===== src/cpuPkg.sv =====
// Shared widths, types, opcodes and instruction field positions, imported by every core module
`default_nettype none

package cpuPkg;

	localparam int WORD_W = 32;
	localparam int REG_IDX_W = 5;
	localparam int OPC_W = 7;
	localparam int NUM_REGS = 2 ** REG_IDX_W;

	typedef logic [WORD_W-1:0] wordT;
	typedef logic [REG_IDX_W-1:0] regIdxT;

	typedef enum logic [OPC_W-1:0] {
		OP_ADD = 7'h00,
		OP_SUB = 7'h01,
		OP_LDW = 7'h11,
		OP_STW = 7'h13,
		OP_MOVI = 7'h15,
		OP_BEQ = 7'h30,
		OP_JUMP = 7'h31,
		OP_BZ = 7'h34,
		OP_NOP = 7'h7F
	} opcodeT;

	localparam wordT RESET_PC = 32'h0000_1000;
	localparam wordT NOP_INST = 32'hFFFF_FFFF;

	// Instruction fields
	localparam int OPC_HI = 31;
	localparam int OPC_LO = 25;
	localparam int RD_HI = 24;
	localparam int RD_LO = 20;
	localparam int RS1_HI = 19;
	localparam int RS1_LO = 15;
	localparam int RS2_HI = 14;
	localparam int RS2_LO = 10;
	localparam int IMM15_HI = 14;
	localparam int IMM20_HI = 19;

	// Opcodes that end with a register write
	function automatic logic opWritesReg(input opcodeT op);
		return (op == OP_ADD) || (op == OP_SUB) || (op == OP_MOVI) || (op == OP_LDW);
	endfunction

	// Opcodes that use the data port
	function automatic logic opIsMem(input opcodeT op);
		return (op == OP_LDW) || (op == OP_STW);
	endfunction

endpackage

`default_nettype wire


===== src/fetchUnit.sv =====
// Program counter and fetch-to-decode register, advanced by stall and flush from pipeline control
`timescale 1ns/1ps
`default_nettype none

module fetchUnit
	import cpuPkg::*;
(
	input  logic clk,
	input  logic rst,
	input  logic stallFront,
	input  logic flushFront,
	input  wordT branchTarget,
	input  wordT instData,
	output wordT instAddr,
	output wordT decInst,
	output wordT decPc
);

	wordT pc;

	// Instruction memory is read combinationally at the current PC
	assign instAddr = pc;

	always_ff @(posedge clk)
	begin
		if (rst)
		begin
			pc <= RESET_PC;
			decInst <= NOP_INST;
		end
		else if (flushFront)
		begin
			// Redirect and kill the wrong-path fetch
			pc <= branchTarget;
			decInst <= NOP_INST;
		end
		else if (!stallFront)
		begin
			pc <= pc + 32'd4;
			decInst <= instData;
		end
	end

	// PC of the instruction in decode
	always_ff @(posedge clk)
	begin
		if (!stallFront)
			decPc <= pc;
	end

endmodule

`default_nettype wire


===== src/instructionDecoder.sv =====
// Decode stage: field split, immediates, operand selection and the decode-to-execute register
`timescale 1ns/1ps
`default_nettype none

module instructionDecoder
	import cpuPkg::*;
(
	input  logic clk,
	input  logic rst,
	input  logic stallFront,
	input  logic flushFront,
	input  logic stallAll,
	input  wordT decInst,
	input  wordT decPc,
	input  wordT rdData1,
	input  wordT rdData2,
	output opcodeT decOpcode,
	output regIdxT decRs1,
	output regIdxT decRs2,
	output regIdxT decRd,
	output opcodeT exOpcode,
	output regIdxT exDst,
	output wordT exA,
	output wordT exB,
	output wordT exStore,
	output wordT exPc
);

	wordT imm15Ext;
	wordT imm20Ext;
	wordT aNext;
	wordT bNext;

	// Anything not in the opcode list runs as a NOP
	always_comb
	begin
		case (opcodeT'(decInst[OPC_HI:OPC_LO]))
			OP_ADD, OP_SUB, OP_LDW, OP_STW, OP_MOVI, OP_BEQ, OP_JUMP, OP_BZ:
				decOpcode = opcodeT'(decInst[OPC_HI:OPC_LO]);
			default:
				decOpcode = OP_NOP;
		endcase
	end

	assign decRd = decInst[RD_HI:RD_LO];
	assign decRs1 = decInst[RS1_HI:RS1_LO];
	// Second read port carries rd for stores and compares
	assign decRs2 = (decOpcode == OP_STW || decOpcode == OP_BEQ || decOpcode == OP_BZ) ?
		decRd : decInst[RS2_HI:RS2_LO];

	assign imm15Ext = {{(WORD_W-IMM15_HI-1){decInst[IMM15_HI]}}, decInst[IMM15_HI:0]};
	assign imm20Ext = {{(WORD_W-IMM20_HI-1){decInst[IMM20_HI]}}, decInst[IMM20_HI:0]};

	// Operand pair per instruction format
	always_comb
	begin
		aNext = rdData1;
		bNext = rdData2;
		case (decOpcode)
			OP_LDW, OP_STW, OP_BEQ, OP_JUMP:
				bNext = imm15Ext;
			OP_BZ:
				bNext = imm20Ext;
			OP_MOVI:
			begin
				aNext = imm20Ext;
				bNext = '0;
			end
			default:
				bNext = rdData2;
		endcase
	end

	always_ff @(posedge clk)
	begin
		if (rst)
			exOpcode <= OP_NOP;
		else if (flushFront || (stallFront && !stallAll))
			exOpcode <= OP_NOP;    // bubble behind an interlock, or flushed
		else if (!stallAll)
			exOpcode <= decOpcode;
	end

	always_ff @(posedge clk)
	begin
		if (!stallAll)
		begin
			exDst <= decRd;
			exA <= aNext;
			exB <= bNext;
			exStore <= rdData2;
			exPc <= decPc;
		end
	end

endmodule

`default_nettype wire


===== src/registerFile.sv =====
// General register file with two combinational read ports and write-through from writeback
`timescale 1ns/1ps
`default_nettype none

module registerFile
	import cpuPkg::*;
(
	input  logic clk,
	input  logic rst,
	input  logic wbWe,
	input  regIdxT rdAddr1,
	input  regIdxT rdAddr2,
	input  regIdxT wbAddr,
	input  wordT wbData,
	output wordT rdData1,
	output wordT rdData2
);

	wordT regs [NUM_REGS];

	always_ff @(posedge clk)
	begin
		if (rst)
		begin
			for (int i = 0; i < NUM_REGS; i++)
				regs[i] <= '0;
		end
		else if (wbWe)
			regs[wbAddr] <= wbData;
	end

	// Same-cycle write is visible to decode
	assign rdData1 = (wbWe && wbAddr == rdAddr1) ? wbData : regs[rdAddr1];
	assign rdData2 = (wbWe && wbAddr == rdAddr2) ? wbData : regs[rdAddr2];

endmodule

`default_nettype wire


===== src/executeUnit.sv =====
// Execute stage: add/subtract, branch resolution and the execute-to-memory register
`timescale 1ns/1ps
`default_nettype none

module executeUnit
	import cpuPkg::*;
(
	input  logic clk,
	input  logic rst,
	input  logic stallAll,
	input  opcodeT exOpcode,
	input  regIdxT exDst,
	input  wordT exA,
	input  wordT exB,
	input  wordT exStore,
	input  wordT exPc,
	output logic exWrites,
	output logic branchTaken,
	output wordT branchTarget,
	output wordT memAddrOrResult,
	output wordT memStore,
	output opcodeT memOpcode,
	output regIdxT memDst,
	output logic memWrites
);

	wordT aluResult;

	// Also the load/store address, and MOVI passes with exB at zero
	assign aluResult = (exOpcode == OP_SUB) ? exA - exB : exA + exB;

	assign exWrites = opWritesReg(exOpcode);

	// BEQ compares rd (exStore) with rs1, BZ tests rd alone
	assign branchTaken = (exOpcode == OP_JUMP) ||
		((exOpcode == OP_BEQ) && (exStore == exA)) ||
		((exOpcode == OP_BZ) && (exStore == '0));

	// JUMP is register relative, the others PC relative
	assign branchTarget = ((exOpcode == OP_JUMP) ? exA : exPc) + exB;

	always_ff @(posedge clk)
	begin
		if (rst)
		begin
			memOpcode <= OP_NOP;
			memWrites <= 1'b0;
		end
		else if (!stallAll)
		begin
			// A taken branch leaves as a bubble
			memOpcode <= branchTaken ? OP_NOP : exOpcode;
			memWrites <= exWrites;
		end
	end

	always_ff @(posedge clk)
	begin
		if (!stallAll)
		begin
			memAddrOrResult <= aluResult;
			memStore <= exStore;
			memDst <= exDst;
		end
	end

endmodule

`default_nettype wire


===== src/memoryAccess.sv =====
// Memory stage: data-port request held until done, and the writeback register
`timescale 1ns/1ps
`default_nettype none

module memoryAccess
	import cpuPkg::*;
(
	input  logic clk,
	input  logic rst,
	input  logic dataDone,
	input  opcodeT memOpcode,
	input  regIdxT memDst,
	input  wordT memAddrOrResult,
	input  wordT memStore,
	input  wordT dataRdata,
	output logic dataReq,
	output logic dataWe,
	output logic memBusy,
	output logic wbWe,
	output wordT dataAddr,
	output wordT dataWdata,
	output wordT wbData,
	output regIdxT wbAddr
);

	logic isMem;
	logic doneLast;

	assign isMem = opIsMem(memOpcode);

	// Request drops for one cycle after done, even with another access waiting
	assign dataReq = isMem && !doneLast;
	assign dataWe = dataReq && (memOpcode == OP_STW);
	assign dataAddr = memAddrOrResult;
	assign dataWdata = memStore;

	// Holds the whole pipeline until the access completes
	assign memBusy = isMem && !dataDone;

	always_ff @(posedge clk)
	begin
		if (rst)
		begin
			doneLast <= 1'b0;
			wbWe <= 1'b0;
		end
		else
		begin
			doneLast <= dataDone;
			// One write per instruction, none while waiting
			wbWe <= opWritesReg(memOpcode) && !memBusy;
		end
	end

	always_ff @(posedge clk)
	begin
		wbData <= (memOpcode == OP_LDW) ? dataRdata : memAddrOrResult;
		wbAddr <= memDst;
	end

endmodule

`default_nettype wire


===== src/pipelineControl.sv =====
// Hazard interlock, memory stall and branch flush decisions for the whole pipeline
`timescale 1ns/1ps
`default_nettype none

module pipelineControl
	import cpuPkg::*;
(
	input  opcodeT decOpcode,
	input  regIdxT decRs1,
	input  regIdxT decRs2,
	input  regIdxT decRd,
	input  regIdxT exDst,
	input  regIdxT memDst,
	input  logic exWrites,
	input  logic memWrites,
	input  logic branchTaken,
	input  logic memBusy,
	output logic stallFront,
	output logic flushFront,
	output logic stallAll
);

	logic readsRs1;
	logic readsRs2;
	logic readsRd;
	logic hazard;

	// Sources read in decode, per opcode
	assign readsRs1 = (decOpcode == OP_ADD) || (decOpcode == OP_SUB) ||
		(decOpcode == OP_LDW) || (decOpcode == OP_STW) ||
		(decOpcode == OP_BEQ) || (decOpcode == OP_JUMP);
	assign readsRs2 = (decOpcode == OP_ADD) || (decOpcode == OP_SUB);
	assign readsRd = (decOpcode == OP_STW) || (decOpcode == OP_BEQ) || (decOpcode == OP_BZ);

	// No forwarding, so wait for the producer to reach writeback
	function automatic logic pending(input regIdxT idx, input regIdxT eDst, input logic eWr,
		input regIdxT mDst, input logic mWr);
		return (eWr && eDst == idx) || (mWr && mDst == idx);
	endfunction

	assign hazard = (readsRs1 && pending(decRs1, exDst, exWrites, memDst, memWrites)) ||
		(readsRs2 && pending(decRs2, exDst, exWrites, memDst, memWrites)) ||
		(readsRd && pending(decRd, exDst, exWrites, memDst, memWrites));

	assign stallFront = hazard || memBusy;
	assign stallAll = memBusy;
	// Branch stays in execute until the data port is free
	assign flushFront = branchTaken && !memBusy;

endmodule

`default_nettype wire


===== src/cpuCore.sv =====
// Core top level, wiring the five pipeline stages to the instruction and data ports
`timescale 1ns/1ps
`default_nettype none

module cpuCore
	import cpuPkg::*;
(
	input  logic clk,
	input  logic rst,
	output wordT instAddr,
	input  wordT instData,
	output logic dataReq,
	output logic dataWe,
	output wordT dataAddr,
	output wordT dataWdata,
	input  logic dataDone,
	input  wordT dataRdata
);

	logic stallFront;
	logic flushFront;
	logic stallAll;
	logic branchTaken;
	logic memBusy;
	logic exWrites;
	logic memWrites;
	logic wbWe;
	wordT branchTarget;
	wordT decInst;
	wordT decPc;
	wordT rdData1;
	wordT rdData2;
	wordT exA;
	wordT exB;
	wordT exStore;
	wordT exPc;
	wordT memAddrOrResult;
	wordT memStore;
	wordT wbData;
	opcodeT decOpcode;
	opcodeT exOpcode;
	opcodeT memOpcode;
	regIdxT decRs1;
	regIdxT decRs2;
	regIdxT decRd;
	regIdxT exDst;
	regIdxT memDst;
	regIdxT wbAddr;

	fetchUnit i_fetchUnit (
		.clk(clk), .rst(rst), .stallFront(stallFront), .flushFront(flushFront),
		.branchTarget(branchTarget), .instData(instData), .instAddr(instAddr),
		.decInst(decInst), .decPc(decPc)
	);

	instructionDecoder i_instructionDecoder (
		.clk(clk), .rst(rst), .stallFront(stallFront), .flushFront(flushFront),
		.stallAll(stallAll), .decInst(decInst), .decPc(decPc), .rdData1(rdData1),
		.rdData2(rdData2), .decOpcode(decOpcode), .decRs1(decRs1), .decRs2(decRs2),
		.decRd(decRd), .exOpcode(exOpcode), .exDst(exDst), .exA(exA), .exB(exB),
		.exStore(exStore), .exPc(exPc)
	);

	registerFile i_registerFile (
		.clk(clk), .rst(rst), .wbWe(wbWe), .rdAddr1(decRs1), .rdAddr2(decRs2),
		.wbAddr(wbAddr), .wbData(wbData), .rdData1(rdData1), .rdData2(rdData2)
	);

	executeUnit i_executeUnit (
		.clk(clk), .rst(rst), .stallAll(stallAll), .exOpcode(exOpcode), .exDst(exDst),
		.exA(exA), .exB(exB), .exStore(exStore), .exPc(exPc), .exWrites(exWrites),
		.branchTaken(branchTaken), .branchTarget(branchTarget),
		.memAddrOrResult(memAddrOrResult), .memStore(memStore), .memOpcode(memOpcode),
		.memDst(memDst), .memWrites(memWrites)
	);

	memoryAccess i_memoryAccess (
		.clk(clk), .rst(rst), .dataDone(dataDone), .memOpcode(memOpcode), .memDst(memDst),
		.memAddrOrResult(memAddrOrResult), .memStore(memStore), .dataRdata(dataRdata),
		.dataReq(dataReq), .dataWe(dataWe), .memBusy(memBusy), .wbWe(wbWe),
		.dataAddr(dataAddr), .dataWdata(dataWdata), .wbData(wbData), .wbAddr(wbAddr)
	);

	pipelineControl i_pipelineControl (
		.decOpcode(decOpcode), .decRs1(decRs1), .decRs2(decRs2), .decRd(decRd),
		.exDst(exDst), .memDst(memDst), .exWrites(exWrites), .memWrites(memWrites),
		.branchTaken(branchTaken), .memBusy(memBusy), .stallFront(stallFront),
		.flushFront(flushFront), .stallAll(stallAll)
	);

endmodule

`default_nettype wire


===== config.mk =====
export PLATFORM = sky130hd
export DESIGN_NAME = cpuCore
export DESIGN_NICKNAME = d
export VERILOG_FILES = /design/src/cpuPkg.sv /design/src/fetchUnit.sv /design/src/instructionDecoder.sv /design/src/registerFile.sv /design/src/executeUnit.sv /design/src/memoryAccess.sv /design/src/pipelineControl.sv /design/src/cpuCore.sv
export SDC_FILE = /design/constraint.sdc
export NUM_CORES = 2
export LEC_CHECK = 0
export BUFFER_PORTS_ARGS = -buffer_cell sky130_fd_sc_hd__buf_2
export CORE_UTILIZATION = 35
export DETAILED_ROUTE_END_ITERATION = 8
export MAX_ROUTING_LAYER = met4
export PLACE_DENSITY = 0.5
export SYNTH_ARGS = -nofsm -noshare
export SYNTH_HDL_FRONTEND = slang
export SYNTH_SLANG_ARGS = --single-unit

===== constraint.sdc =====
create_clock -name clk -period 7.9 [get_ports clk]
set_clock_uncertainty 0.2 [all_clocks]
set_input_delay 0.395 -clock clk [delete_from_list [all_inputs] [get_ports clk]]
set_output_delay 0.395 -clock clk [all_outputs]
set_load 0.02 [all_outputs]

==> impl_results.md <==
- Ys Warns: 0
- VDD IR max: around 0.21 mV
- Post-synth top area cell: edfxtp_1
- Final Setup Violations: 0
- Setup crit start kind: register
- Post-CTS sizing: 0
- Sequential share of the synthesized area: between 50% and 60%
- Fmax: approximately 170 MHz
- Largest family of logic cells by synthesized area: simple AND/OR/NAND/NOR gates
- Post-Synth Adder-Cell Area: about 1.2%
- Mapped Area: 72700 sq um
- DP Wirelength: 185000 um
- CP cell instances: or3_1 -> or3b_2 -> nor3_1 -> nor2_1 -> xnor2_1 -> ha_1 -> a211o_1 -> a2111oi_0 -> nor3_1 -> o311ai_0 -> a21boi_0 -> o21a_1 -> nor2_1 -> o2111ai_1 -> a21oi_1 -> xnor2_1
- Routed wire length: between 300000 and 400000 um
- Layout cells sized above 1: about 18%
- Reg area: 40300 sq um
- Tot GR Track Use: a little under a third
- Largest net degree at the start of global routing: about 140
- Slowest stage cell, crit path: nor3_1
- Synth top area share: around half
- Netlist cell types: 75
- Layout area overhead: 13.8%
- Number of global-route vias before repair: ~51k
- Remaining DRCs: 0
- Max incr delay on CP: ~0.8 ns
- RSZ-0062 raised after global routing: no
- DR iter-0 viols: approximately 8.0k
- Max-slew violation count: 0
- Util after Layout: 40.2%
- Async set-reset flop share out of synthesis: 0%
- EDFF count, synth: roughly 1.3k
- Synth Area in Simple Gates: between 20% and 30%
- GRT Residual Overflow: 0
- Via/cell ratio: around 6.0
- DIE HEIGHT: 458 um
- Vias: ~54k
- Min Tclk post-route: between 5 and 6 ns
- Slew @ Worst Pin: 1.37 ns
- Clock Latency Late Sink: between 0.8 and 0.9 ns
- Avg WL per Cell: between 30 and 40 um
- Post-synth top cells: edfxtp_1 (1258), and2_1 (1031), nand2_1 (976)
- Crit Path Class: reg2reg
- Number of antenna violations at the first check in global routing: 37
- DR pass1 iterations: 6
- Crit Path Max Fanout: 6
- Initial Utilization: between 30% and 40%
- Tcrit/Tclk final: ~75%
- Post-Syn Nets: ~6.2k
- Syn Area/Cell: ~12 sq um
- Status: complete, no violations
- Ports: roughly 170
- Most common cell in the netlist: edfxtp_1
- Rows: 166
- PwrDens: around 240 nW/um^2
- Post-route setup TNS: 0 ns
- Final number of hold-violating endpoints: 0
- Post-CTS Setup Inserts: 0
- Clk buf depth: 3
- WP data required: 8.28 ns
- # nets final: between 6k and 7k
- CTS Buf Count: 160
- Die width: between 400 and 500 um
- Multi-input combinational cell area: between 30000 and 40000 sq um
- Prevailing post-synth register cell: edfxtp_1
- Count of state elements after synthesis: about 1.4k
- First-pass GRT wire length: ~430000 um
- Synth top area cells: edfxtp_1 (52%), mux4_2 (10%), and2_1 (8.9%)
- Clock sink total: between 1k and 1.5k
- CTS root buffer: clkbuf_16
- CTS HTree Levels: 4
- Clk slew on worst S/H paths: ~0.07 ns
- WP buf/inv: 0
- Leakage dissipation: 30.8 nW
- Post-route ant nets: 0
- Post-synthesis mux area share: about 14%
- Fillcell total: about 19k
- Syn Inst Count: roughly 6.1k
- Final GP Congestion: 0.916
- Top Family by Delay on Critical Path: simple AND/OR/NAND/NOR gates
- TritonCTS clock tree: yes
- I/O Buffers: approximately 160
- HP Class: in2reg
- Crit. End Element: register
- Xor and xnor fraction of the mapped netlist area: 2.05%
- CP arrival: 6.27 ns
- Core Footprint: 206000 sq um
- Die ar.: between 200000 and 250000 sq um
- Maxcap violations: 0
- Compound-Gate Fraction of Synth Area: 4.35%
- Slew HR: between 7 and 8%
[cells in the final DEF (no fill, tap or decap), types with 33 or more instances in the layout]
cell	netlist	final
a31oi_1	34	34
and3_1	49	47
nand2_1	976	976
a32oi_1	91	91
nor2_1	186	137
and2_1	1031	1031
a21oi_1	86	86
clkbuf_16	0	163
clkbuf_1	376	46
buf_2	72	164
o21ai_0	92	90
or2_2	40	40
ha_1	64	64
xor2_1	91	91
nand3_1	319	319
nor2_4	0	47
dlygate4sd3_1	0	65
edfxtp_1	1258	1258
buf_4	4	163
mux4_2	336	336
mux2_2	102	100
xnor2_1	79	79
dfxtp_1	123	118
mux2i_1	148	144
nor4_1	38	33
nand4_1	109	109
diode_2	0	44
[cells by family after synthesis]
kind of cell               after synthesis
buffers and inverters                  525
muxes                                  587
adders and majority gates               66
xor gates and xnor gates               170
and+or+nand+nor                       2864
DFF                                   1381
AOI/OAI and AO/OA                      461
[path summary, 6_finish.rpt]
kind,start,end,slack [ns],cells past startpoint
worst min-delay path,instData[3],i_fetchUnit.decInst[3],0.12,4
worst min register to register,i_fetchUnit.decPc[7],i_instructionDecoder.exPc[7],0.22,0
worst max register to register,i_instructionDecoder.exOpcode[6],i_executeUnit.memAddrOrResult[20],2.01,16
worst max-delay path,i_instructionDecoder.exOpcode[6],i_executeUnit.memAddrOrResult[20],2.01,16
[power breakdown]
part | total [mW] | internal [mW] | leakage (nW) | switching (mW)
Combinational | 3.43 | 1.06 | 14.2 | 2.36
Clock | 7.44 | 4.23 | 2.45 | 3.21
Sequential | 9.29 | 8.52 | 14.2 | 0.771
[worst register-to-register path: stages, from the launching register on]
cell	delay, ns
dfxtp_1	0.33
or3_1	0.42
or3b_2	0.51
nor3_1	0.80
nor2_1	0.12
xnor2_1	0.17
ha_1	0.36
a211o_1	0.34
a2111oi_0	0.61
nor3_1	0.23
o311ai_0	0.48
a21boi_0	0.26
o21a_1	0.22
nor2_1	0.19
o2111ai_1	0.16
a21oi_1	0.19
xnor2_1	0.09
[routing by layer]
metal	vias up	global-route usage (%)	wire [um]
met5	-	-	0
met4	0	14.9	15700
met3	726	5.98	30800
met2	3434	46.0	143000
met1	27243	37.9	120000
li1	22297	-	-
[through the flow]
step                hold slack, ns  cells  area (sq um)  power, mW  setup slack, ns
floorplan                    0.200   6054         72700       10.9            0.685
finish                       0.125   8982         82700       20.2             2.01
detailed placement           0.205   8585         76900       12.7             1.97
global route                 0.101   8954         82700       20.6             1.56
CTS                         0.0692   8938         82600       20.1             1.97
global placement             0.201   8585         76900       12.7             1.94
[flip-flops by register name, summed over array words and instances, names as in the netlist, 7 cells and up, named ones only]
signal	cells
i_executeUnit.memAddrOrResult	32
i_instructionDecoder.exB	32
i_executeUnit.memOpcode	7
i_executeUnit.memStore	32
i_fetchUnit.instAddr	32
i_instructionDecoder.exOpcode	7
i_fetchUnit.decInst	32
i_instructionDecoder.exPc	32
i_registerFile.regs	1024
i_instructionDecoder.exA	32
i_fetchUnit.decPc	32
i_instructionDecoder.exStore	32
i_memoryAccess.wbData	32
[cell type report]
class                      instances  area share [%]
tap                             2688            4.06
timing repair buffer             402            3.50
multi-input combinational       4148            37.4
inverter                          31           0.153
clock inverter                    75           0.934
clock buffer                     213            5.20
sequential                      1381            48.6
antenna                           44           0.133
[what timing repair did]
item / CTS / global route
endpoints found under the hold margin: 75 / 0
setup endpoints to repair: 0 / 0
hold buffers: 65 / 0
Note: power is estimated with default switching activity, not from simulation.
